File: src/design/soc_mem_pkg.sv
`default_nettype none

package soc_mem_pkg;

  //////////////////////////////////////////////////
  // Address map
  //////////////////////////////////////////////////

  localparam logic [31:0] RAM_BASE        = 32'h4000_0000;
  localparam logic [31:0] RAM_REGION_MASK = 32'h000F_FFFF;
  localparam logic [31:0] TIMER_LO_ADDR   = 32'h3000_0000;
  localparam logic [31:0] TIMER_HI_ADDR   = 32'h3000_0004;

  // First byte of a loader frame
  localparam logic [7:0]  LOAD_SYNC       = 8'hA5;

  //////////////////////////////////////////////////
  // Bus address, two decodings of one word
  //////////////////////////////////////////////////

  // RAM location: 1 MB region, word index inside it
  typedef struct packed {
    logic [11:0] tag;
    logic [17:0] widx;
    logic [1:0]  boff;
  } ram_view_t;

  // I/O location: 64 kB page of word registers
  typedef struct packed {
    logic [15:0] page;
    logic [13:0] ridx;
    logic [1:0]  boff;
  } io_view_t;

  typedef union packed {
    ram_view_t ram_view;
    io_view_t  io_view;
  } mem_addr_u;

  //////////////////////////////////////////////////
  // Bus transfer and RAM write port
  //////////////////////////////////////////////////

  // Zero wstrb marks a read
  typedef struct packed {
    logic        valid;
    logic [3:0]  wstrb;
    mem_addr_u   addr;
    logic [31:0] wdata;
  } mem_req_t;

  typedef struct packed {
    logic        ready;
    logic [31:0] rdata;
  } mem_rsp_t;

  typedef enum logic [1:0] {
    REG_RAM   = 2'd0,
    REG_TIMER = 2'd1,
    REG_NONE  = 2'd2
  } region_e;

  typedef struct packed {
    logic        en;
    logic [3:0]  strb;
    logic [17:0] widx;
    logic [31:0] data;
  } ram_wr_t;

endpackage

`default_nettype wire

File: src/design/io_read_mux.sv
`timescale 1ns/1ps
`default_nettype none

module io_read_mux (
  input  logic                  clk_i,
  input  logic                  rst_n,
  input  soc_mem_pkg::mem_req_t req_i,
  input  soc_mem_pkg::region_e  region_i,
  input  logic                  ready_i,
  input  logic [31:0]           ram_rdata_i,
  output soc_mem_pkg::mem_rsp_t rsp_o
);
  import soc_mem_pkg::*;

  logic [63:0] timer_q;
  logic [31:0] timer_word;
  logic [31:0] rdata;

  //////////////////////////////////////////////////
  // Free-running cycle timer
  //////////////////////////////////////////////////

  always_ff @(posedge clk_i) begin
    if (!rst_n) begin
      timer_q <= '0;
    end else begin
      timer_q <= timer_q + 64'd1;
    end
  end

  // Register index 1 is the high word
  assign timer_word = req_i.addr.io_view.ridx[0] ? timer_q[63:32] : timer_q[31:0];

  always_comb begin
    unique case (region_i)
      REG_RAM:   rdata = ram_rdata_i;
      REG_TIMER: rdata = timer_word;
      default:   rdata = '0;
    endcase
  end

  assign rsp_o = '{ready: ready_i, rdata: rdata};

endmodule

`default_nettype wire

File: config.mk
export PLATFORM = sky130hd
export DESIGN_NAME = io_read_mux
export DESIGN_NICKNAME = d
export VERILOG_FILES = /design/src/design/soc_mem_pkg.sv /design/src/design/io_read_mux.sv
export SDC_FILE = /design/constraint.sdc
export NUM_CORES = 1
export LEC_CHECK = 0
export BUFFER_PORTS_ARGS = -buffer_cell sky130_fd_sc_hd__buf_2
export CORE_UTILIZATION = 54
export CTS_CLUSTER_DIAMETER = 150
export DETAILED_ROUTE_END_ITERATION = 12
export HOLD_SLACK_MARGIN = 0.12
export PLACE_DENSITY_LB_ADDON = 0.25
export SLEW_MARGIN = 25
export SYNTH_ARGS = -nofsm -noshare
export SYNTH_HDL_FRONTEND = slang
export SYNTH_SLANG_ARGS = --single-unit
File: constraint.sdc
create_clock -name clk_i -period 7.2 [get_ports clk_i]
set_clock_uncertainty 0.1 [all_clocks]
set_input_delay 0.72 -clock clk_i [delete_from_list [all_inputs] [get_ports clk_i]]
set_output_delay 0.72 -clock clk_i [all_outputs]
set_load 0.02 [all_outputs]
==> results.cfg <==
[logic_synthesis]
yosysMostFrequentCell = nor2_1
ys.flop_type = dfxtp_1
netlist_area_mm2 = 0.00381
syn-num-nets = 591
yosysUniqueCellTypes = 38
synthCells = 484
ys_seq_elements = 64
yosysTopAreaCell = dfxtp_1
synth-edff-count = 0
synth_async_sr_flop_share = 0
synth_area_leaders = dfxtp_1 34%, mux2i_1 8.7%, nor2_1 6.9%, a211oi_1 6.3%, xor2_1 5.3%
synth_common_cells = 70 x nor2_1, 64 x dfxtp_1, 33 x mux2i_1
syn_area_per_cell_um2 = 7.87
ys_seq_area_frac = 0.336
ys_warn_count = 0
yosysTopAreaCellShare = 0.336

[timing]
final-setup-viol-count = 0
fin_crit_sh = 0.429
fin_tns_setup_ps = 0
rsz0062_at_grt = no
tightest_slew_ps = 992
fmax_mhz = 324
final.min_clock_period_ps = 3090
slew_headroom = 0.339
hold_violations = 0
slew_violations = 0

[grt]
grt_pass1_vias = 3330
antenna_found_initial = 0
grt_pass1_wl_um = 16400
track_usage = 0.287
grt_overflow = 0
grt_max_degree = 65

[cts]
cts-root-buf = clkbuf_8
clkLatencyLatePin_ps = 340
cts_buffer_depth = 2
cts-buffers-inserted = 9
cts_setup_buffers = 0
ctsHoldBuffers = 0
cts_tree = built
cts.sinks = 64
postCtsResizedCells = 0
clkTransAtPathRegs_ps = 70
htree_levels = 3

[layout]
fill_cells = 594
largest_reg_flops = 64
finalInstanceArea_mm2 = 0.00435
top_regs = timer_q: 64 flops
diodes = 0
regMostFlops = timer_q
syn2layout_area_growth_pct = 14.2
finalNetCount = 639
final_layout_size_suffix_gt1_frac = 0.168
utilization = 0.640

[critical_path]
worst-path-buf-inv = 2
arrival_ps = 2270
worstSetupStartpoint = req_i[34]
cp.depth = 4
regToRegSetupSlack_ps = 4420
slowest_stage = buf_2
worstSetupEndpoint = rsp_o[15]
critPathLaunchType = input pin
r2r_start = timer_q[0]$_SDFF_PN0_
r2r_end = timer_q[54]$_SDFF_PN0_
slowest_delay_ps = 730
criticalPathCategory = in2out
end_kind = output pin
critPathMostFrequentCell = buf_2
r2r_cells = 6
cp_cell_sequence = buf_2, mux2i_1, a211oi_1, buf_2
worst_ep_required_time_ps = 6380
worstPathMaxFanout = 32
crit_family = buffers and inverters

[power_and_ir_drop]
power.density_mw_per_mm2 = 171
swShare = 0.240
p_leak_nw = 1.58
ir_drop_uv = 111
total_power_uw = 743
p_int_uw = 565
seqPwrFrac = 0.481
pwr-share-clk = 0.430
power_switching_uw = 178
comb_power_share = 0.089

[detailed_routing]
routed_via_density = 6.11
dr.first_iter.drc_count = 306
routed_wl_um = 10300
ant_nets = 0
drc_errors = 0
vias = 3863
dr.pass1.iters = 5
drt-wirelength-per-cell_um = 16.3

[die]
rows = 30
die_y_um = 86.0
dieArea_mm2 = 0.00739
start_util = 0.561
core_area_mm2 = 0.00679
die_x_um = 86.0
io_pins = 139

[min_path]
hold_path.class = reg2reg

[flow_run]
drv_cap = 0

[status]
status = finished clean

[placement]
place_area_mm2 = 0.00414
place_congestion = 0.941
io_buffers = 68
dpl.hpwl_um = 7360
==> through the flow <==
| step | setup slack, ps | hold slack [ps] | std cells |
|---|---|---|---|
| after floorplan | 4260 | 342 | 484 |
| after global placement | 4130 | 361 | 617 |
| after detailed placement | 4110 | 387 | 617 |
| after CTS | 4100 | 399 | 632 |
| after global routing | 4000 | 409 | 632 |
| final | 4110 | 402 | 632 |
==> worst min-delay path, delay by kind of cell (launching register included) <==
family        cells  cell delay [ps]
mux               1               60
simple gates      1               60
flops             1              330
==> per-layer routing <==
metal / GRT usage / wire [um] / vias to the layer above
met5: 0 / 0 / -
met4: 0.123 / 296 / 0
met3: 0.0549 / 681 / 27
met2: 0.465 / 4800 / 157
met1: 0.372 / 4530 / 1799
li1: - / - / 1880
==> worst min-delay path by stage <==
stage,startpoint,endpoint,slack [ps],depth (start not counted)
finish,timer_q[63]$_SDFF_PN0_,timer_q[63]$_SDFF_PN0_,400,2
global route,timer_q[63]$_SDFF_PN0_,timer_q[63]$_SDFF_PN0_,410,2
CTS,timer_q[63]$_SDFF_PN0_,timer_q[63]$_SDFF_PN0_,400,2
detailed placement,timer_q[63]$_SDFF_PN0_,timer_q[63]$_SDFF_PN0_,390,2
global placement,timer_q[63]$_SDFF_PN0_,timer_q[63]$_SDFF_PN0_,360,2
floorplan,timer_q[63]$_SDFF_PN0_,timer_q[63]$_SDFF_PN0_,340,2
==> cell usage in the layout (no fill, tap or decap), types with 2 or more instances in the layout <==
cell,n
a211oi_1,32
a21oi_1,27
and2_1,5
and3_1,10
and4_1,6
buf_2,67
clkbuf_8,12
clkinv_2,3
dfxtp_1,64
inv_1,6
mux2i_1,33
nand2_1,27
nand3_1,23
nand4_1,29
nor2_1,70
nor3_1,9
nor4_1,9
o21a_1,3
o21ai_0,22
o31ai_1,4
or3_1,24
or4_1,5
or4b_1,2
xnor2_1,9
xor2_1,23
==> kinds of logic (layout without fill, tap and decap cells) <==
family | after synthesis | count (layout) | share of synthesized area
AO/OA/AOI/OAI | 90 | 90 | 0.146
XOR/XNOR | 32 | 32 | 0.0736
adder cells (fa/ha/maj) | 1 | 1 | 0.00328
buffers and inverters | 38 | 90 | 0.0404
flip-flops | 64 | 64 | 0.336
multiplexers | 33 | 33 | 0.0867
AND/OR/NAND/NOR | 226 | 226 | 0.314
==> power by group through the flow <==
stage	combinational, mW	sequential [mW]	clock [mW]
6_report	0.0662	0.357	0.319
5_1_grt	0.0720	0.357	0.340
4_1_cts	0.0667	0.357	0.323
3_5_place_dp	0.0664	0.365	0
3_3_place_gp	0.0656	0.365	0
2_1_floorplan	0.0443	0.365	0
==> final cells by class <==
cell class,count,area (um2),area share
flip-flops and latches,64,1280,0.295
repair buffers,68,343,0.0788
clock inverters,3,40.0,0.00920
inverters,7,27.5,0.00633
multi-input cells,382,2370,0.546
well taps,96,120,0.0276
clock buffers,12,165,0.0380
Power figures use the tool's default switching activity.
