### config.mk
export PLATFORM = sky130hd
export DESIGN_NAME = bus_decoder
export DESIGN_NICKNAME = d
export VERILOG_FILES = /design/src/design/soc_mem_pkg.sv /design/src/design/bus_decoder.sv
export SDC_FILE = /design/constraint.sdc
export NUM_CORES = 1
export LEC_CHECK = 0
export BUFFER_PORTS_ARGS = -buffer_cell sky130_fd_sc_hd__buf_2
export CAP_MARGIN = 20
export CORE_AREA = 5 5 48 80
export DETAILED_ROUTE_END_ITERATION = 16
export DIE_AREA = 0 0 53 85
export GPL_TIMING_DRIVEN = 1
export PLACE_DENSITY = 0.84
export SYNTH_ARGS = -nofsm -noshare
export SYNTH_HDL_FRONTEND = slang
export SYNTH_SLANG_ARGS = --single-unit
### constraint.sdc
create_clock -name clk_i -period 3.4 [get_ports clk_i]
set_input_delay 0.34 -clock clk_i [delete_from_list [all_inputs] [get_ports clk_i]]
set_output_delay 0.34 -clock clk_i [all_outputs]
set_load 0.01 [all_outputs]
### src/design/soc_mem_pkg.sv
`default_nettype none

package soc_mem_pkg;

  //////////////////////////////////////////////////
  // Address map
  //////////////////////////////////////////////////

  localparam logic [31:0] RAM_BASE        = 32'h4000_0000;
  localparam logic [31:0] RAM_REGION_MASK = 32'h000F_FFFF;
  localparam logic [31:0] TIMER_LO_ADDR   = 32'h3000_0000;
  localparam logic [31:0] TIMER_HI_ADDR   = 32'h3000_0004;

  // First byte of a loader frame
  localparam logic [7:0]  LOAD_SYNC       = 8'hA5;

  //////////////////////////////////////////////////
  // Bus address, two decodings of one word
  //////////////////////////////////////////////////

  // RAM location: 1 MB region, word index inside it
  typedef struct packed {
    logic [11:0] tag;
    logic [17:0] widx;
    logic [1:0]  boff;
  } ram_view_t;

  // I/O location: 64 kB page of word registers
  typedef struct packed {
    logic [15:0] page;
    logic [13:0] ridx;
    logic [1:0]  boff;
  } io_view_t;

  typedef union packed {
    ram_view_t ram_view;
    io_view_t  io_view;
  } mem_addr_u;

  //////////////////////////////////////////////////
  // Bus transfer and RAM write port
  //////////////////////////////////////////////////

  // Zero wstrb marks a read
  typedef struct packed {
    logic        valid;
    logic [3:0]  wstrb;
    mem_addr_u   addr;
    logic [31:0] wdata;
  } mem_req_t;

  typedef struct packed {
    logic        ready;
    logic [31:0] rdata;
  } mem_rsp_t;

  typedef enum logic [1:0] {
    REG_RAM   = 2'd0,
    REG_TIMER = 2'd1,
    REG_NONE  = 2'd2
  } region_e;

  typedef struct packed {
    logic        en;
    logic [3:0]  strb;
    logic [17:0] widx;
    logic [31:0] data;
  } ram_wr_t;

endpackage

`default_nettype wire

### src/design/bus_decoder.sv
`timescale 1ns/1ps
`default_nettype none

module bus_decoder #(
  parameter int RAM_WORDS   = 1024,
  parameter int RAM_LATENCY = 4
) (
  input  logic                  clk_i,
  input  logic                  rst_n,
  input  soc_mem_pkg::mem_req_t req_i,
  output soc_mem_pkg::region_e  region_o,
  output logic                  ready_o,
  output soc_mem_pkg::ram_wr_t  ram_wr_o,
  output logic [17:0]           ram_ridx_o
);
  import soc_mem_pkg::*;

  localparam int CW = $clog2(RAM_LATENCY + 1);
  localparam logic [11:0] RAM_TAG      = RAM_BASE[31:20];
  localparam logic [15:0] TIMER_PAGE   = TIMER_LO_ADDR[31:16];
  localparam logic [13:0] TIMER_LO_REG = TIMER_LO_ADDR[15:2];
  localparam logic [13:0] TIMER_HI_REG = TIMER_HI_ADDR[15:2];

  logic          ram_hit;
  logic          timer_hit;
  logic          ram_start;
  logic          ram_done;
  logic          busy_q;
  logic [CW-1:0] lat_cnt_q;
  logic          none_q;

  if (RAM_LATENCY < 2) begin : g_lat_check
    $error("RAM_LATENCY below 2 leaves no time for the registered read");
  end
  if (RAM_WORDS * 4 > RAM_REGION_MASK + 1) begin : g_size_check
    $error("RAM_WORDS does not fit in the RAM region");
  end

  //////////////////////////////////////////////////
  // Region decode
  //////////////////////////////////////////////////

  assign ram_hit   = (req_i.addr.ram_view.tag == RAM_TAG);
  assign timer_hit = (req_i.addr.io_view.page == TIMER_PAGE) &&
                     (req_i.addr.io_view.boff == 2'b00) &&
                     ((req_i.addr.io_view.ridx == TIMER_LO_REG) ||
                      (req_i.addr.io_view.ridx == TIMER_HI_REG));

  always_comb begin
    if (ram_hit) region_o = REG_RAM;
    else if (timer_hit) region_o = REG_TIMER;
    else region_o = REG_NONE;
  end

  //////////////////////////////////////////////////
  // RAM latency and ready
  //////////////////////////////////////////////////

  // Only the first cycle of a RAM request starts the count
  assign ram_start = req_i.valid && (region_o == REG_RAM) && !busy_q;
  assign ram_done  = busy_q && (lat_cnt_q == CW'(RAM_LATENCY));

  always_ff @(posedge clk_i) begin
    if (!rst_n) begin
      busy_q    <= 1'b0;
      lat_cnt_q <= '0;
      none_q    <= 1'b0;
    end else begin
      if (ram_start) begin
        busy_q    <= 1'b1;
        lat_cnt_q <= CW'(1);
      end else if (ram_done) begin
        busy_q <= 1'b0;
      end else if (busy_q) begin
        lat_cnt_q <= lat_cnt_q + CW'(1);
      end
      // Unmapped requests finish one cycle later
      none_q <= req_i.valid && (region_o == REG_NONE) && !none_q;
    end
  end

  assign ready_o = ram_done || none_q || (req_i.valid && (region_o == REG_TIMER));

  // Write goes out once, at request start
  assign ram_wr_o = '{
    en:   ram_start && (req_i.wstrb != 4'h0),
    strb: req_i.wstrb,
    widx: req_i.addr.ram_view.widx,
    data: req_i.wdata
  };
  assign ram_ridx_o = req_i.addr.ram_view.widx;

  a_ready_needs_valid : assert property (@(posedge clk_i) disable iff (!rst_n)
    ready_o |-> req_i.valid);

  a_widx_in_range : assert property (@(posedge clk_i) disable iff (!rst_n)
    (req_i.valid && (region_o == REG_RAM)) |-> (32'(ram_ridx_o) < RAM_WORDS));

endmodule

`default_nettype wire

==> flow_summary.toml, run 1 <==
[timing]
final_max_slew_viol_count = 0
setup-tns-final_ns = 0
fmax_mhz = 451
setup_viol_count_final = 0
worstMarginPinSlew_ns = 0.602
min_period_ns = 2.22
fin_hold_ws_ns = 0.404
rsz0062_at_grt = "false"
period_share = 0.652
hold_viol = 0
finClkSkew_ns = 0.00254
slew_headroom = 0.595

[placement]
gp_congestion = 0.611
hpwl_mm = 2.11
portBuffers = 79
place_inst = 161

[clocking]
h-tree-depth = 1
cts_resized = 0
clk_pin_slew_ns = 0.03
clk_root_buffer_cell = "clkbuf_8"
cts_setup_buffers = 0
clk_path_buf_depth = 2
clk_latency_ns = 0.22
hold_buffers = 0
cts_tree = "done"
cts-buffers-inserted = 3
cts_num_sinks = 5

[finish]
final_nets = 196
n_antenna_cell = 0
final_layout_size_suffix_gt1_frac = 0.738
final_common_cell = "buf_2"
multi_input_comb_area_um2 = 265
finalNonFillerCells = 165
regArea_um2 = 100
num-fill-cells = 349
postLayoutCoreUtil = 0.276
syn2layout_area_growth_pct = -5.07
layout_common_cells = "79 x buf_2, 5 x dfxtp_1, 4 x nor4_1"

[hold_path]
hold_class = "in -> reg"

[global_route]
grt_usage = 0.0960
grt_pass1_vias = 736
grt_pass1_wl_mm = 3.22
antenna_found_initial = 0
grt-ovfl-total = 0
grt_max_degree = 6

[floorplan]
core_mm2 = 0.00314
start_util = 0.291
chipWidth_um = 53
die_area_mm2 = 0.00451
die_h_um = 85
rows = 27
io-pin-count = 147

[run_status]
status = "completed"

[synthesis]
yosysWarnings = 0
synth_top_area_frac = 0.592
syn_area_um2 = 913
yosys_register_bits = 5
yosys.area.top_type = "buf_4"
synthTopCellsByArea = "buf_4 59%, dfxtp_1 11%, ha_1 2.7%"
syn_inst = 111
ys_seq_area_frac = 0.110
synth_cell_types = 27
syn_area_per_cell_um2 = 8.23
syn_nets = 184

[routing]
drc = 0
num_vias = 705
via_per_inst = 4.27
drt-pass1-iter-count = 2
drt_iter0_markers = 2
ant_nets = 0
drt_wl_total_mm = 2.31
wire_per_inst_um = 14.0

[critical_path]
worst_ep_arrival_time_ns = 1.88
critPathMaxFanout = 5
critPathKind = "in -> out"
critical_path_required_ns = 3.06
worst_setup_path_start_kind = "input port"
end_kind = "primary output"

[pwr]
p_per_area_mw_per_mm2 = 280
cellLeakagePower_nw = 0.451
vdd_drop_max_mv = 0.125

[job]
maxCapViolCount = 0
==> cell type report <==
type | count | share of cell area
Timing Repair Buffer | 79 | 0.456
Multi-Input combinational cell | 32 | 0.306
Sequential cell | 5 | 0.115
Tap cell | 43 | 0.0620
Clock buffer | 4 | 0.0519
Inverter | 2 | 0.00866
==> cell usage after synthesis, drive strengths merged <==
| master | count |
|---|---|
| o21a | 2 |
| and4b | 1 |
| dfxtp | 5 |
| a21oi | 1 |
| buf | 72 |
| nand4 | 1 |
| or2 | 1 |
| o21ai | 1 |
| a31o | 2 |
| nand2 | 1 |
| o41a | 1 |
| o31ai | 1 |
| nor3b | 3 |
| nor4bb | 1 |
| nor4 | 5 |
| nand3b | 1 |
| or3 | 1 |
| and2 | 1 |
| inv | 2 |
| a21boi | 1 |
| xnor2 | 1 |
| or4 | 2 |
| nor2 | 1 |
| ha | 2 |
| xor2 | 1 |
==> critical path, cell delays in order <==
cell	delay, ns
buf_2	0.09
or4_4	0.53
nor4_4	0.33
and4b_4	0.33
o41a_2	0.14
buf_2	0.12
==> registers in the layout, summed over array words and instances (netlist names) <==
register   flops
none_q         1
lat_cnt_q      3
busy_q         1
==> metal layers <==
layer  GRT usage  part of all wire  vias up
li1            -                 -      323
met2       0.181              0.48       52
met3      0.0545              0.22       32
met1      0.0507              0.23      298
met4      0.0930             0.074        0
met5           0                 0        -
==> power by group <==
| group | switching, W | internal [W] | leakage [nW] |
|---|---|---|---|
| Sequential | 0.000000652 | 0.0000603 | 0.0406 |
| Clock | 0.0000274 | 0.0000803 | 0.0228 |
| Combinational | 0.0000368 | 0.0000372 | 0.388 |
| Total | 0.0000649 | 0.000178 | 0.451 |
==> final timing paths <==
path	start	end	slack [ns]	depth (start not counted)
max	req_i[54]	ram_wr_o[54]	1.18	6
min	rst_n	busy_q	0.40	2
max reg2reg	lat_cnt_q[0]	lat_cnt_q[2]	1.78	6
min reg2reg	none_q	none_q	0.56	2
==> per-stage QoR <==
step / setup WS [ns] / cell area, µm² / power (W)
5_1_grt: 0.962 / 867 / 0.000260
4_1_cts: 1.16 / 867 / 0.000249
3_5_place_dp: 1.16 / 822 / 0.000137
6_report: 1.18 / 867 / 0.000243
3_3_place_gp: 1.19 / 822 / 0.000136
2_1_floorplan: 1.47 / 913 / 0.000158
==> logic make-up (layout without fill, tap and decap cells) <==
group	after synthesis	in the layout	share of synthesized area
fa+ha+maj	2	2	0.0274
xor+xnor	2	2	0.0192
simple gates	19	19	0.167
compound gates	9	9	0.0767
flops	5	5	0.110
buf+inv	74	85	0.600
No activity file was read; power rests on OpenSTA's default activity.
==> run 2: changes to the inputs <==
--- a/config.mk
+++ b/config.mk
@@ -7,11 +7,11 @@
 export LEC_CHECK = 0
 export BUFFER_PORTS_ARGS = -buffer_cell sky130_fd_sc_hd__buf_2
 export CAP_MARGIN = 20
-export CORE_AREA = 5 5 48 80
+export CORE_AREA = 5 5 50 84
 export DETAILED_ROUTE_END_ITERATION = 16
-export DIE_AREA = 0 0 53 85
+export DIE_AREA = 0 0 55 89
 export GPL_TIMING_DRIVEN = 1
-export PLACE_DENSITY = 0.84
+export PLACE_DENSITY = 0.77
 export SYNTH_ARGS = -nofsm -noshare
 export SYNTH_HDL_FRONTEND = slang
 export SYNTH_SLANG_ARGS = --single-unit
==> constraint.sdc (replaced) <==
create_clock -name clk_i -period 2.1 [get_ports clk_i]
set_input_delay 0.21 -clock clk_i [delete_from_list [all_inputs] [get_ports clk_i]]
set_output_delay 0.21 -clock clk_i [all_outputs]
set_load 0.01 [all_outputs]
==> flow_summary.toml, run 2 (synthesized netlist as in run 1, its figures left out) <==
[hold_path]
hold_class = "in -> reg"
hp-start = "rst_n"
min_path_cells = 2
min_to = "lat_cnt_q[0]"

[floorplan]
die_area_mm2 = 0.00490
rows = 28
chipWidth_um = 55
start_util = 0.269
io-pin-count = 147
core_mm2 = 0.00340
die_h_um = 89

[critical_path]
end_kind = "primary output"
r2r_slack_ns = 0.73
critPathMaxFanout = 5
critical_path_required_ns = 1.89
crit_start = "req_i[54]"
r2r-end = "lat_cnt_q[2]"
reg2regPathDepth = 7
critical_path.slowest_cell = "or4_4"
path_common_cell = "buf_2"
critPathKind = "in -> out"
r2r-start = "lat_cnt_q[0]"
critPathMaxStageDelay_ns = 0.53
worst_ep_arrival_time_ns = 1.73
worst_setup_path_start_kind = "input port"
worstPathCellList = "buf_2, or4_4, nor4_4, and4b_4, o41a_2, buf_2"

[timing]
period_share = 0.925
rsz0062_at_grt = "false"
setup-tns-final_ns = 0
finClkSkew_ns = 0.00221
final_max_slew_viol_count = 0
hold_viol = 0
setup_viol_count_final = 0
worstMarginPinSlew_ns = 0.398
slew_headroom = 0.734
fmax_mhz = 515
min_period_ns = 1.94

[pwr]
vdd_drop_max_mv = 0.213
cellLeakagePower_nw = 0.462
p_per_area_mw_per_mm2 = 448

[placement]
dpl_cell_area_um2 = 840
portBuffers = 79
hpwl_mm = 2.10
gp_congestion = 0.697

[finish]
final_layout_size_suffix_gt1_frac = 0.742
layout_common_cells = "79 x buf_2, 5 x dfxtp_1, 4 x nor4_1"
num-fill-cells = 394
largest_reg_flops = 3
regMostFlops = "lat_cnt_q"
reg.largest.list = "lat_cnt_q (3), busy_q (1), none_q (1)"
syn2layout_area_growth_pct = -3.15
fin_area_um2 = 885
n_antenna_cell = 0
final_common_cell = "buf_2"
final_nets = 198
postLayoutCoreUtil = 0.260

[clocking]
cts_tree = "done"
hold_buffers = 0
clk_pin_slew_ns = 0.04
cts-buffers-inserted = 3
clk_latency_ns = 0.22
cts_num_sinks = 5
clk_root_buffer_cell = "clkbuf_8"
h-tree-depth = 1
cts_setup_buffers = 0
clk_path_buf_depth = 2
cts_resized = 0

[routing]
drc = 0
drt_iter0_markers = 5
num_vias = 727
via_per_inst = 4.30
drt-pass1-iter-count = 2
wire_per_inst_um = 13.6
drt_wl_total_mm = 2.29
ant_nets = 0

[global_route]
grt-ovfl-total = 0
grt_pass1_wl_mm = 2.66
grt_max_degree = 6
antenna_found_initial = 0
grt_usage = 0.0771
grt_pass1_vias = 623

[run_status]
status = "completed"

[job]
maxCapViolCount = 0
[run 2: power breakdown]
| group | internal, W | switching [W] | total [W] |
|---|---|---|---|
| clock network | 0.000130 | 0.0000454 | 0.000176 |
| registers | 0.0000976 | 0.000000836 | 0.0000985 |
| logic | 0.0000603 | 0.0000615 | 0.000122 |
[run 2: area by class of cell]
cell class / count / area (µm²) / area share
tap: 45 / 56.3 / 0.0636
sequential: 5 / 100 / 0.113
inverter: 2 / 7.51 / 0.00849
clock buffer: 4 / 45.0 / 0.0509
multi-input combinational: 32 / 265 / 0.300
timing repair buffer: 81 / 410 / 0.464
[run 2: worst max-delay path by stage]
stage | end | slack (ns) | cells past startpoint
global placement | ram_wr_o[54] | 0.15 | 6
CTS | ram_wr_o[54] | 0.12 | 6
floorplan | ram_wr_o[54] | 0.43 | 4
global route | ram_wr_o[54] | 0.04 | 6
detailed placement | ram_wr_o[54] | 0.12 | 6
finish | ram_wr_o[54] | 0.16 | 6
[run 2: routing by layer]
layer	track usage	up-vias	routed length, µm
met1	0.0562	312	620
li1	-	324	-
met5	0	-	0
met3	0.0267	25	434
met2	0.145	66	1130
met4	0.0642	0	108
[run 2: critical path, delay by kind of cell]
family / cells / cell delay [ns]
AO/OA/AOI/OAI: 1 / 0.14
buffers and inverters: 2 / 0.22
AND/OR/NAND/NOR: 3 / 1.17
[run 2: stage by stage]
step	hold WS [ns]	setup WS, ns	cells	power, W
2_1_floorplan	0.327	0.432	111	0.000255
3_3_place_gp	0.420	0.152	165	0.000223
3_5_place_dp	0.420	0.119	165	0.000224
4_1_cts	0.263	0.118	169	0.000404
5_1_grt	0.272	0.0414	169	0.000423
6_report	0.262	0.158	169	0.000396
