## src/design/soc_mem_pkg.sv

```systemverilog
`default_nettype none

package soc_mem_pkg;

  //////////////////////////////////////////////////
  // Address map
  //////////////////////////////////////////////////

  localparam logic [31:0] RAM_BASE        = 32'h4000_0000;
  localparam logic [31:0] RAM_REGION_MASK = 32'h000F_FFFF;
  localparam logic [31:0] TIMER_LO_ADDR   = 32'h3000_0000;
  localparam logic [31:0] TIMER_HI_ADDR   = 32'h3000_0004;

  // First byte of a loader frame
  localparam logic [7:0]  LOAD_SYNC       = 8'hA5;

  //////////////////////////////////////////////////
  // Bus address, two decodings of one word
  //////////////////////////////////////////////////

  // RAM location: 1 MB region, word index inside it
  typedef struct packed {
    logic [11:0] tag;
    logic [17:0] widx;
    logic [1:0]  boff;
  } ram_view_t;

  // I/O location: 64 kB page of word registers
  typedef struct packed {
    logic [15:0] page;
    logic [13:0] ridx;
    logic [1:0]  boff;
  } io_view_t;

  typedef union packed {
    ram_view_t ram_view;
    io_view_t  io_view;
  } mem_addr_u;

  //////////////////////////////////////////////////
  // Bus transfer and RAM write port
  //////////////////////////////////////////////////

  // Zero wstrb marks a read
  typedef struct packed {
    logic        valid;
    logic [3:0]  wstrb;
    mem_addr_u   addr;
    logic [31:0] wdata;
  } mem_req_t;

  typedef struct packed {
    logic        ready;
    logic [31:0] rdata;
  } mem_rsp_t;

  typedef enum logic [1:0] {
    REG_RAM   = 2'd0,
    REG_TIMER = 2'd1,
    REG_NONE  = 2'd2
  } region_e;

  typedef struct packed {
    logic        en;
    logic [3:0]  strb;
    logic [17:0] widx;
    logic [31:0] data;
  } ram_wr_t;

endpackage

`default_nettype wire

```

## src/design/prog_loader.sv

```systemverilog
`timescale 1ns/1ps
`default_nettype none

module prog_loader #(
  parameter int CLKS_PER_BIT = 8
) (
  input  logic                 clk_i,
  input  logic                 rst_n,
  input  logic                 rx_i,
  output logic                 sys_rst_n_o,
  output logic                 prog_mode_o,
  output soc_mem_pkg::ram_wr_t ram_wr_o
);
  import soc_mem_pkg::*;

  localparam int CNT_W = $clog2(CLKS_PER_BIT);
  localparam logic [CNT_W-1:0] BIT_END  = CNT_W'(CLKS_PER_BIT - 1);
  localparam logic [CNT_W-1:0] HALF_END = CNT_W'(CLKS_PER_BIT / 2 - 1);

  typedef enum logic [1:0] {RX_IDLE, RX_START, RX_DATA, RX_STOP} rx_state_e;
  typedef enum logic [1:0] {F_SYNC, F_CNT_LO, F_CNT_HI, F_DATA} frm_state_e;

  logic             rx_meta_q;
  logic             rx_q;
  rx_state_e        rx_state_q;
  logic [CNT_W-1:0] clk_cnt_q;
  logic             cnt_end;
  logic [2:0]       bit_idx_q;
  logic [7:0]       shift_q;
  logic             stop_evt;
  frm_state_e       frm_state_q;
  logic [7:0]       cnt_lo_q;
  logic [15:0]      words_left_q;
  logic [1:0]       byte_idx_q;
  logic [23:0]      word_lo_q;
  logic [31:0]      wdata_q;
  logic [17:0]      widx_q;
  logic             wr_en_q;
  logic             wr_last_q;
  logic             sys_rst_n_q;

  //////////////////////////////////////////////////
  // Serial receiver, 8N1
  //////////////////////////////////////////////////

  always_ff @(posedge clk_i) begin
    if (!rst_n) begin
      rx_meta_q <= 1'b1;
      rx_q      <= 1'b1;
    end else begin
      rx_meta_q <= rx_i;
      rx_q      <= rx_meta_q;
    end
  end

  assign cnt_end  = (rx_state_q == RX_START) ? (clk_cnt_q == HALF_END) : (clk_cnt_q == BIT_END);
  assign stop_evt = (rx_state_q == RX_STOP) && cnt_end;

  always_ff @(posedge clk_i) begin
    if (!rst_n) begin
      rx_state_q <= RX_IDLE;
      clk_cnt_q  <= '0;
      bit_idx_q  <= '0;
    end else if (rx_state_q == RX_IDLE) begin
      clk_cnt_q <= '0;
      if (!rx_q) rx_state_q <= RX_START;
    end else if (!cnt_end) begin
      clk_cnt_q <= clk_cnt_q + CNT_W'(1);
    end else begin
      clk_cnt_q <= '0;
      unique case (rx_state_q)
        // Mid start bit, a high line here was a glitch
        RX_START: begin
          bit_idx_q  <= '0;
          rx_state_q <= rx_q ? RX_IDLE : RX_DATA;
        end
        RX_DATA: begin
          bit_idx_q <= bit_idx_q + 3'd1;
          if (bit_idx_q == 3'd7) rx_state_q <= RX_STOP;
        end
        default: rx_state_q <= RX_IDLE;
      endcase
    end
  end

  // LSB arrives first
  always_ff @(posedge clk_i) begin
    if (rx_state_q == RX_DATA && cnt_end) shift_q <= {rx_q, shift_q[7:1]};
  end

  //////////////////////////////////////////////////
  // Frame parser and word writer
  //////////////////////////////////////////////////

  always_ff @(posedge clk_i) begin
    if (!rst_n) begin
      frm_state_q  <= F_SYNC;
      sys_rst_n_q  <= 1'b1;
      wr_en_q      <= 1'b0;
      wr_last_q    <= 1'b0;
      cnt_lo_q     <= '0;
      words_left_q <= '0;
      byte_idx_q   <= '0;
      widx_q       <= '0;
    end else begin
      wr_en_q <= 1'b0;
      if (wr_en_q) begin
        widx_q <= widx_q + 18'd1;
        if (wr_last_q) sys_rst_n_q <= 1'b1;
      end
      if (stop_evt && !rx_q) begin
        // Bad stop bit, give up on the frame
        frm_state_q <= F_SYNC;
        sys_rst_n_q <= 1'b1;
      end else if (stop_evt) begin
        unique case (frm_state_q)
          F_SYNC: if (shift_q == LOAD_SYNC) begin
            frm_state_q <= F_CNT_LO;
            sys_rst_n_q <= 1'b0;
            widx_q      <= '0;
          end
          F_CNT_LO: begin
            cnt_lo_q    <= shift_q;
            frm_state_q <= F_CNT_HI;
          end
          F_CNT_HI: begin
            words_left_q <= {shift_q, cnt_lo_q};
            byte_idx_q   <= '0;
            if ({shift_q, cnt_lo_q} == 16'd0) begin
              frm_state_q <= F_SYNC;
              sys_rst_n_q <= 1'b1;
            end else begin
              frm_state_q <= F_DATA;
            end
          end
          default: begin
            byte_idx_q <= byte_idx_q + 2'd1;
            if (byte_idx_q == 2'd3) begin
              wr_en_q      <= 1'b1;
              wr_last_q    <= (words_left_q == 16'd1);
              words_left_q <= words_left_q - 16'd1;
              if (words_left_q == 16'd1) frm_state_q <= F_SYNC;
            end
          end
        endcase
      end
    end
  end

  // Little-endian word assembly
  always_ff @(posedge clk_i) begin
    if (stop_evt && frm_state_q == F_DATA) begin
      word_lo_q <= {shift_q, word_lo_q[23:8]};
      if (byte_idx_q == 2'd3) wdata_q <= {shift_q, word_lo_q};
    end
  end

  assign sys_rst_n_o = sys_rst_n_q;
  assign prog_mode_o = ~sys_rst_n_q;
  assign ram_wr_o    = '{en: wr_en_q, strb: 4'hF, widx: widx_q, data: wdata_q};

  a_wr_in_prog_mode : assert property (@(posedge clk_i) disable iff (!rst_n)
    ram_wr_o.en |-> prog_mode_o);

endmodule

`default_nettype wire

```

## config.mk

```make
export PLATFORM = sky130hd
export DESIGN_NAME = prog_loader
export DESIGN_NICKNAME = d
export VERILOG_FILES = /design/src/design/soc_mem_pkg.sv /design/src/design/prog_loader.sv
export SDC_FILE = /design/constraint.sdc
export NUM_CORES = 1
export LEC_CHECK = 0
export ABC_AREA = 1
export BUFFER_PORTS_ARGS = -buffer_cell sky130_fd_sc_hd__buf_2
export CAP_MARGIN = 10
export CORE_MARGIN = 1.5
export CORE_UTILIZATION = 58
export CTS_CLUSTER_SIZE = 20
export DETAILED_ROUTE_END_ITERATION = 6
export GPL_ROUTABILITY_DRIVEN = 1
export PLACE_DENSITY = 0.84
export SKIP_LAST_GASP = 1
export SLEW_MARGIN = 20
export SYNTH_ARGS = -nofsm -noshare
export SYNTH_HDL_FRONTEND = slang
export SYNTH_SLANG_ARGS = --single-unit
export TNS_END_PERCENT = 100
```

## constraint.sdc

```tcl
create_clock -name clk_i -period 3.9 [get_ports clk_i]
set_clock_uncertainty 0.05 [all_clocks]
set_input_delay 0.195 -clock clk_i [delete_from_list [all_inputs] [get_ports clk_i]]
set_output_delay 0.195 -clock clk_i [all_outputs]
set_load 0.03 [all_outputs]
```

==> results by group, run 1 <==
Timing
  – Tmin final: 2.125 ns
  – Setup TNS Final: 0 ns
  – Final worst path period share: 54.48%
  – Fmax: 470.6 MHz
  – Slew @ Worst Pin: 0.7980 ns
  – Slew Viols, Final: 0
  – Hold Fails Final Rpt: 0
  – RSZ-0062 raised after global routing: false
  – Relative slew slack: 46.60%
  – Final setup violating endpoints: 0

Floorplanning
  – Chip width: 98.65 µm
  – Die Ht: 98.65 µm
  – Initial core utilization: 60.26%
  – # IOs: 60
  – Core area: 0.008806 mm²
  – Die ar.: 0.009732 mm²
  – # rows: 34

Clocking
  – Clk sink count: 123
  – Worst-Skew Late Latency: 0.53 ns
  – Num CTS Buffers: 17
  – CTS resizes: 0
  – CTS HTree Levels: 4
  – CTS tree: yes
  – CTS max path bufs: 2
  – Clk slew on worst S/H paths: 0.06 ns
  – CTS root buf: clkbuf_8

Yosys
  – Yosys top cell area share: 36.22%
  – Post-synthesis mux area share: 0%
  – Sequential area share after synthesis: 58.48%
  – Synth Cell Area: 0.005306 mm²
  – Synth Area in XOR/XNOR: 1.485%
  – Simple logic cell fraction of the synthesized area: 23.79%
  – Ys Warns: 0
  – Top-count cell post-synth: nand2_1
  – Main flop type after synthesis: edfxtp_1
  – Synth Register Bits: 123
  – Synth cell count leaders: 124 x nand2_1, 95 x nor2_1, 64 x edfxtp_1
  – Post-synth EDFFs: 64
  – Synth async-reset ratio: 0%
  – Post-synth top area cell: edfxtp_1
  – Synth Area in Adders: 2.594%
  – Cells after synthesis: 570
  – Synth area leaders: edfxtp_1 36%, dfxtp_1 22%, nand2_1 8.8%, nor2_1 6.7%, inv_1 3.7%
  – Syn avg cell area: 9.309 µm²
  – Main combinational cell family by area after synthesis: simple AND/OR/NAND/NOR gates
  – Distinct cells, synth: 38
  – Synth Area in Compound Gates: 7.404%

Global routing
  – Vias in the first global route: 3,933
  – Initial antenna violation count: 0
  – Gr usage total: 24.29%
  – Largest net degree at the start of global routing: 34
  – GRT overflow: 0
  – First-pass GRT wire length: 18,400 µm

Place
  – Final HPWL DP: 7207 µm
  – Routability Congestion: 0.9534
  – PortBufs: 55

Min path
  – Hold endpoint: words_left_q[12]$_SDFFE_PN0P_
  – Hold Path Origin: rst_n
  – Hold Path Class: in -> reg
  – Cells on Worst Hold Path: 3

Run
  – Maxcap violations: 0

Setup path
  – Crit Path Class: reg -> reg
  – Crit path arrival time: 2.25 ns
  – R2R depth: 8
  – RR Endpoint: wdata_q[31]$_DFFE_PP_
  – Nature of the critical path startpoint: flip-flop
  – Req. time, crit path: 4.03 ns
  – Reg2Reg Launch Point: rx_state_q[1]$_SDFFE_PN0P_
  – Crit-path max FO: 33
  – CP Capture Type: flip-flop
  – R2R setup slack: 1.78 ns

Cells and area
  – Post-Route Utilization: 71.14%
  – Synth-to-layout area growth: 18.06%
  – Ant. Diodes: 0
  – Final layout net count: 649
  – Layout cells sized above 1: 18.83%
  – Fill cells: 591

Pwr
  – P_leak: 2.597 nW
  – Tot Pwr: 0.003179 W
  – Max IR drop VDD: 0.3525 mV
  – Power per cell area: 507.5 mW/mm²

Run status
  – Failing checks: DRC
  – Status: finished with violations

Detailed routing
  – 1st-iter DRT viols: 254
  – Vias post-DR: 4,211
  – ANT nets after route: 0
  – WL final: 11,140 µm
  – First-pass iteration count of the detailed router: 7
  – Avg Vias per Cell: 5.570
  – WL/cell: 14.73 µm
  – # DRC: 9
## cell families (layout without fill, tap and decap cells)
kind of cell | after synthesis | after routing
compound gates | 70 | 70
xor+xnor | 9 | 9
fa+ha+maj | 11 | 11
buf+inv | 73 | 148
flops | 123 | 123
other cells | 1 | 4
simple gates | 283 | 283
## registers in the layout, indices dropped and copies added, names as in the netlist, 2 cells and up
| signal | cells |
|---|---|
| words_left_q | 16 |
| bit_idx_q | 3 |
| shift_q | 8 |
| byte_idx_q | 2 |
| widx_q | 18 |
| word_lo_q | 24 |
| cnt_lo_q | 8 |
| wdata_q | 32 |
| frm_state_q | 2 |
| rx_state_q | 2 |
| clk_cnt_q | 3 |
## worst max path at each step
stage,startpoint,endpoint,slack (ns)
finish,rx_state_q[1]$_SDFFE_PN0P_,wdata_q[31]$_DFFE_PP_,1.78
floorplan,rx_state_q[1]$_SDFFE_PN0P_,wr_last_q$_SDFFE_PN0P_,1.14
detailed placement,rx_state_q[1]$_SDFFE_PN0P_,wdata_q[4]$_DFFE_PP_,1.79
global placement,rx_state_q[1]$_SDFFE_PN0P_,wdata_q[3]$_DFFE_PP_,1.91
CTS,rx_state_q[1]$_SDFFE_PN0P_,wdata_q[15]$_DFFE_PP_,1.76
global route,rx_state_q[1]$_SDFFE_PN0P_,wr_last_q$_SDFFE_PN0P_,1.56
## stage by stage
stage	instance area [µm²]	instances	worst slack (ns)	hold slack, ns
after floorplan	5318	573	1.140	0.2516
after global placement	5642	723	1.913	0.3427
after detailed placement	5642	723	1.791	0.3475
after CTS	6265	756	1.757	0.04345
after global routing	6265	756	1.564	0.06619
final	6265	756	1.775	0.05818
## cell type report
| type | count | area (µm²) | share of cell area [%] |
|---|---|---|---|
| tap | 108 | 135.1 | 2.157 |
| multi-input combinational | 377 | 1896 | 30.26 |
| sequential | 123 | 3103 | 49.53 |
| inverter | 58 | 217.7 | 3.475 |
| timing repair buffer | 58 | 300.3 | 4.793 |
| clock buffer | 17 | 414.1 | 6.611 |
| clock inverter | 15 | 198.9 | 3.176 |
## per-layer routing
layer | part of all wire, % | global-route usage [%] | vias up
met3 | 8.0 | 6.738 | 44
met5 | 0 | 0 | -
met1 | 40 | 29.18 | 1948
li1 | - | - | 1994
met4 | 3.2 | 11.54 | 0
met2 | 49 | 40.71 | 225
## report_power, final
group | switching, W | leakage, nW | internal, W
combinational | 0.000114 | 1.25 | 0.0000530
clock | 0.000633 | 0.300 | 0.00100
sequential | 0.0000143 | 1.05 | 0.00136
total | 0.000762 | 2.60 | 0.00242
## cell usage in the layout (no fill, tap or decap), types with 4 or more instances in the layout
cell type	n
conb_1	4
o21ai_1	6
nor3_1	4
a21oi_1	31
buf_2	55
xnor2_1	4
a21oi_2	6
nand3_1	29
nand2_2	4
inv_6	6
nor2_1	94
dfxtp_1	59
clkbuf_16	16
inv_8	4
edfxtp_1	64
xor2_1	5
ha_1	11
o21ai_0	19
nand2_1	124
inv_1	53
nor2_4	5
nor2_2	4
nand4_1	6
## critical path: stages (launching register included)
cell     delay, ns
dfxtp_1       0.37
inv_1         0.08
ha_1          0.22
nand2_1       0.12
nand2_2       0.08
nor2_4        0.15
nand2_1       0.16
nor3_4        0.14
buf_4         0.39
## what timing repair did
item / in CTS / in global routing
hold buffers: 1 / 0
hold endpoints to repair: 1 / 0
setup buffers: 0 / 0
No activity file was read; power rests on OpenSTA's default activity.
==> inputs of run 2 (changes only) <==
ABC_AREA = 0   (was 1)
clock period = 2.05 ns   (was 3.9 ns; I/O delays follow)
==> run 2 against run 1 <==
Net effect: the flow now finishes without violations; via count down 4.0%; die area down 2.8%; synthesized cell count down 22%; first-iteration DRC count up 70%; global-route usage up 2.5 points; sequential share of layout area down 1.6 points; count of clock-buffer cells in the layout unchanged; non-clock buffer count up 33; synthesized area down 2.9%; worst setup slack worse by 1.7 ns; register-to-register slack worse by 1.7 ns; maximum frequency up 6.1%; critical path type unchanged; largest cell class unchanged.
==> results by group, run 2 <==
Global routing
  – Gr usage total: 26.77% (+2.5 points)
  – First-pass GRT wire length: 19,870 µm (+8.0%)
  – GRT overflow: 0 (unchanged)
  – Largest net degree at the start of global routing: 33 (-2.9%)
  – Vias in the first global route: 3,897 (-0.92%)
  – Initial antenna violation count: 0 (unchanged)

Yosys
  – Yosys top cell area share: 37.30% (+1.1 points)
  – Post-synth EDFFs: 64 (unchanged)
  – Synth cell count leaders: 64 x edfxtp_1, 59 x dfxtp_1, 39 x nor2_1
  – Syn avg cell area: 11.60 µm² (+25%)
  – Main flop type after synthesis: edfxtp_1
  – Synth area leaders: edfxtp_1 37%, dfxtp_1 23%, mux2i_1 2.9%, nor2_1 2.8%, ha_1 2.7%
  – Cells after synthesis: 444 (-22%)
  – Top-count cell post-synth: edfxtp_1
  – Synth Register Bits: 123 (unchanged)
  – Sequential area share after synthesis: 60.22% (+1.7 points)
  – Ys Warns: 0 (unchanged)
  – Synth async-reset ratio: 0% (unchanged)
  – Post-synth top area cell: edfxtp_1
  – Synth Cell Area: 0.005152 mm² (-2.9%)
  – Distinct cells, synth: 54 (+42%)

Detailed routing
  – WL final: 12,650 µm (+14%)
  – Avg Vias per Cell: 6.160 (+11%)
  – ANT nets after route: 0 (unchanged)
  – # DRC: 0 (-9)
  – WL/cell: 19.28 µm (+31%)
  – First-pass iteration count of the detailed router: 5 (-2)
  – Vias post-DR: 4,041 (-4.0%)
  – 1st-iter DRT viols: 431 (+70%)

Cells and area
  – Synth-to-layout area growth: 25.64%
  – Ant. Diodes: 0 (unchanged)
  – Max FFs per register: 32 (unchanged)
  – Layout cells sized above 1: 25.73% (+6.9 points)
  – Commonest non-fill, non-tap cell in the layout: edfxtp_1
  – Largest register by flop count: wdata_q
  – Most frequent cells in the layout: 64 x edfxtp_1, 58 x dfxtp_1, 55 x buf_2, 37 x nor2_1, 34 x nand2_1
  – Regs by FF count: wdata_q (32), word_lo_q (24), widx_q (18)
  – Post-Route Utilization: 74.60% (+3.5 points)
  – Final layout net count: 549 (-15%)

Min path
  – Hold Path Class: reg -> reg
  – Cells on Worst Hold Path: 1 (-2)

Timing
  – Slew Viols, Final: 0 (unchanged)
  – Final worst path period share: 97.67% (+43 points)
  – Tmin final: 2.002 ns (-0.1225 ns)
  – Hold Fails Final Rpt: 0 (unchanged)
  – RSZ-0062 raised after global routing: true
  – Final worst setup slack: 0.04768 ns (-1.727 ns)
  – Setup TNS Final: 0 ns (unchanged)
  – Relative slew slack: 64.08% (+17 points)
  – Slew @ Worst Pin: 0.5343 ns (-0.2637 ns)
  – Final setup violating endpoints: 0 (unchanged)
  – Fmax: 499.4 MHz (+6.1%)

Floorplanning
  – Initial core utilization: 59.37% (-0.89 points)
  – Chip width: 97.25 µm (-1.4%)
  – Core area: 0.008678 mm² (-1.4%)
  – # IOs: 60 (unchanged)
  – Die ar.: 0.009458 mm² (-2.8%)
  – Die Ht: 97.25 µm (-1.4%)
  – # rows: 34 (unchanged)

Run
  – Maxcap violations: 0 (unchanged)

Place
  – Dpl ws: -0.05211 ns (-1.843 ns)
  – Final HPWL DP: 7761 µm (+7.7%)
  – PortBufs: 55 (unchanged)
  – Routability Congestion: 0.8678 (-9.0%)

Setup path
  – CP Capture Type: flip-flop
  – Reg2Reg Launch Point: frm_state_q[1]$_SDFFE_PP0P_
  – Nature of the critical path startpoint: flip-flop
  – R2R depth: 4 (-4)
  – RR Endpoint: words_left_q[14]$_SDFFE_PN0P_
  – Crit Path Class: reg -> reg
  – Crit-path max FO: 11 (-67%)
  – R2R setup slack: 0.05 ns (-1.73 ns)
  – Critical Path Start: frm_state_q[1]$_SDFFE_PP0P_
  – Slowest cell on crit path: dfxtp_1
  – Req. time, crit path: 2.44 ns (-1.59 ns)
  – Crit path arrival time: 2.39 ns (+0.14 ns)
  – Critical path buffer and inverter count: 0 (-2)
  – Cells along the critical path: nand2_1 > or3_1 > or4_1 > a41oi_1
  – CP delay by family, top: simple AND/OR/NAND/NOR gates
  – Slowest cell delay on critical path: 0.63 ns (+0.24 ns)
  – CP endpoint: words_left_q[14]$_SDFFE_PN0P_
  – Worst path depth: 4 (-4)

Clocking
  – Post-CTS Setup Repair Bufs: 0 (unchanged)
  – Clk sink count: 123 (unchanged)
  – CTS tree: yes
  – Num CTS Buffers: 17 (unchanged)
  – CTS root buf: clkbuf_8
  – CTS HTree Levels: 4 (unchanged)
  – CTS max path bufs: 2 (unchanged)
  – Worst-Skew Late Latency: 0.52 ns (about the same)
  – Clk slew on worst S/H paths: 0.06 ns (about the same)

Run status
  – Status: completed

Pwr
  – Power per cell area: 878.9 mW/mm² (+73%)
  – P_leak: 2.404 nW (-7.5%)
  – Max IR drop VDD: 0.4865 mV (+38%)
  – Tot Pwr: 0.005690 W (+79%)
-- run 2: worst min path at each step --
stage	startpoint	endpoint	slack [ns]
after CTS	rx_meta_q$_SDFF_PN1_	rx_q$_SDFF_PN1_	0.36
after detailed placement	rx_i	rx_meta_q$_SDFF_PN1_	0.25
after global placement	rx_i	rx_meta_q$_SDFF_PN1_	0.25
after global routing	rx_meta_q$_SDFF_PN1_	rx_q$_SDFF_PN1_	0.37
after floorplan	rst_n	rx_meta_q$_SDFF_PN1_	0.13
final	rx_meta_q$_SDFF_PN1_	rx_q$_SDFF_PN1_	0.36
-- run 2: logic make-up after synthesis --
group | Yosys count | share of synthesized area, %
compound gates | 65 | 8.670
xor+xnor | 17 | 3.035
fa+ha+maj | 11 | 2.671
buf+inv | 39 | 3.570
flops | 123 | 60.22
mux | 17 | 3.351
other cells | 1 | 0.07278
simple gates | 171 | 18.41
-- run 2: final cells by class --
cell class	count	area, µm²
Sequential cell	123	3104
Fill cell	515	2205
Multi-Input combinational cell	285	1957
Timing Repair Buffer	91	611.8
Clock buffer	17	414.1
Clock inverter	15	187.7
Tap cell	108	135.1
Inverter	17	63.81
-- run 2: power breakdown --
group | internal [W] | switching (W) | leakage [nW] | total (W)
logic | 0.0000291 | 0.0000556 | 1.06 | 0.0000846
clock network | 0.00188 | 0.00116 | 0.294 | 0.00303
registers | 0.00257 | 0.00000294 | 1.05 | 0.00257
total | 0.00448 | 0.00121 | 2.40 | 0.00569
-- run 2: metrics by stage --
step                      hold slack [ns]  std cells  area (µm²)
after global routing               0.3689        656        6474
after floorplan                    0.1255        447        5196
final                              0.3583        656        6474
after CTS                          0.3577        655        6404
after global placement             0.2455        620        5764
after detailed placement           0.2543        620        5764
-- run 2: timing repair --
| action | in CTS | in global routing |
|---|---|---|
| gates resized for setup | 1 | 7 |
| cloned | 0 | 1 |
| endpoints found under the setup margin | 75 | 78 |
| hold endpoints to repair | 8 | 0 |
| hold buffers | 3 | 0 |
| pin swaps | 0 | 1 |
-- run 2: per-layer routing --
metal | track usage [%] | vias to the layer above | share of wire (%) | routed length [µm]
met1 | 30.73 | 1941 | 38 | 4840
met3 | 8.129 | 54 | 7.4 | 933
met4 | 12.42 | 0 | 3.4 | 425
met2 | 45.94 | 226 | 51 | 6447
met5 | 0 | - | 0 | 0
li1 | - | 1820 | - | -
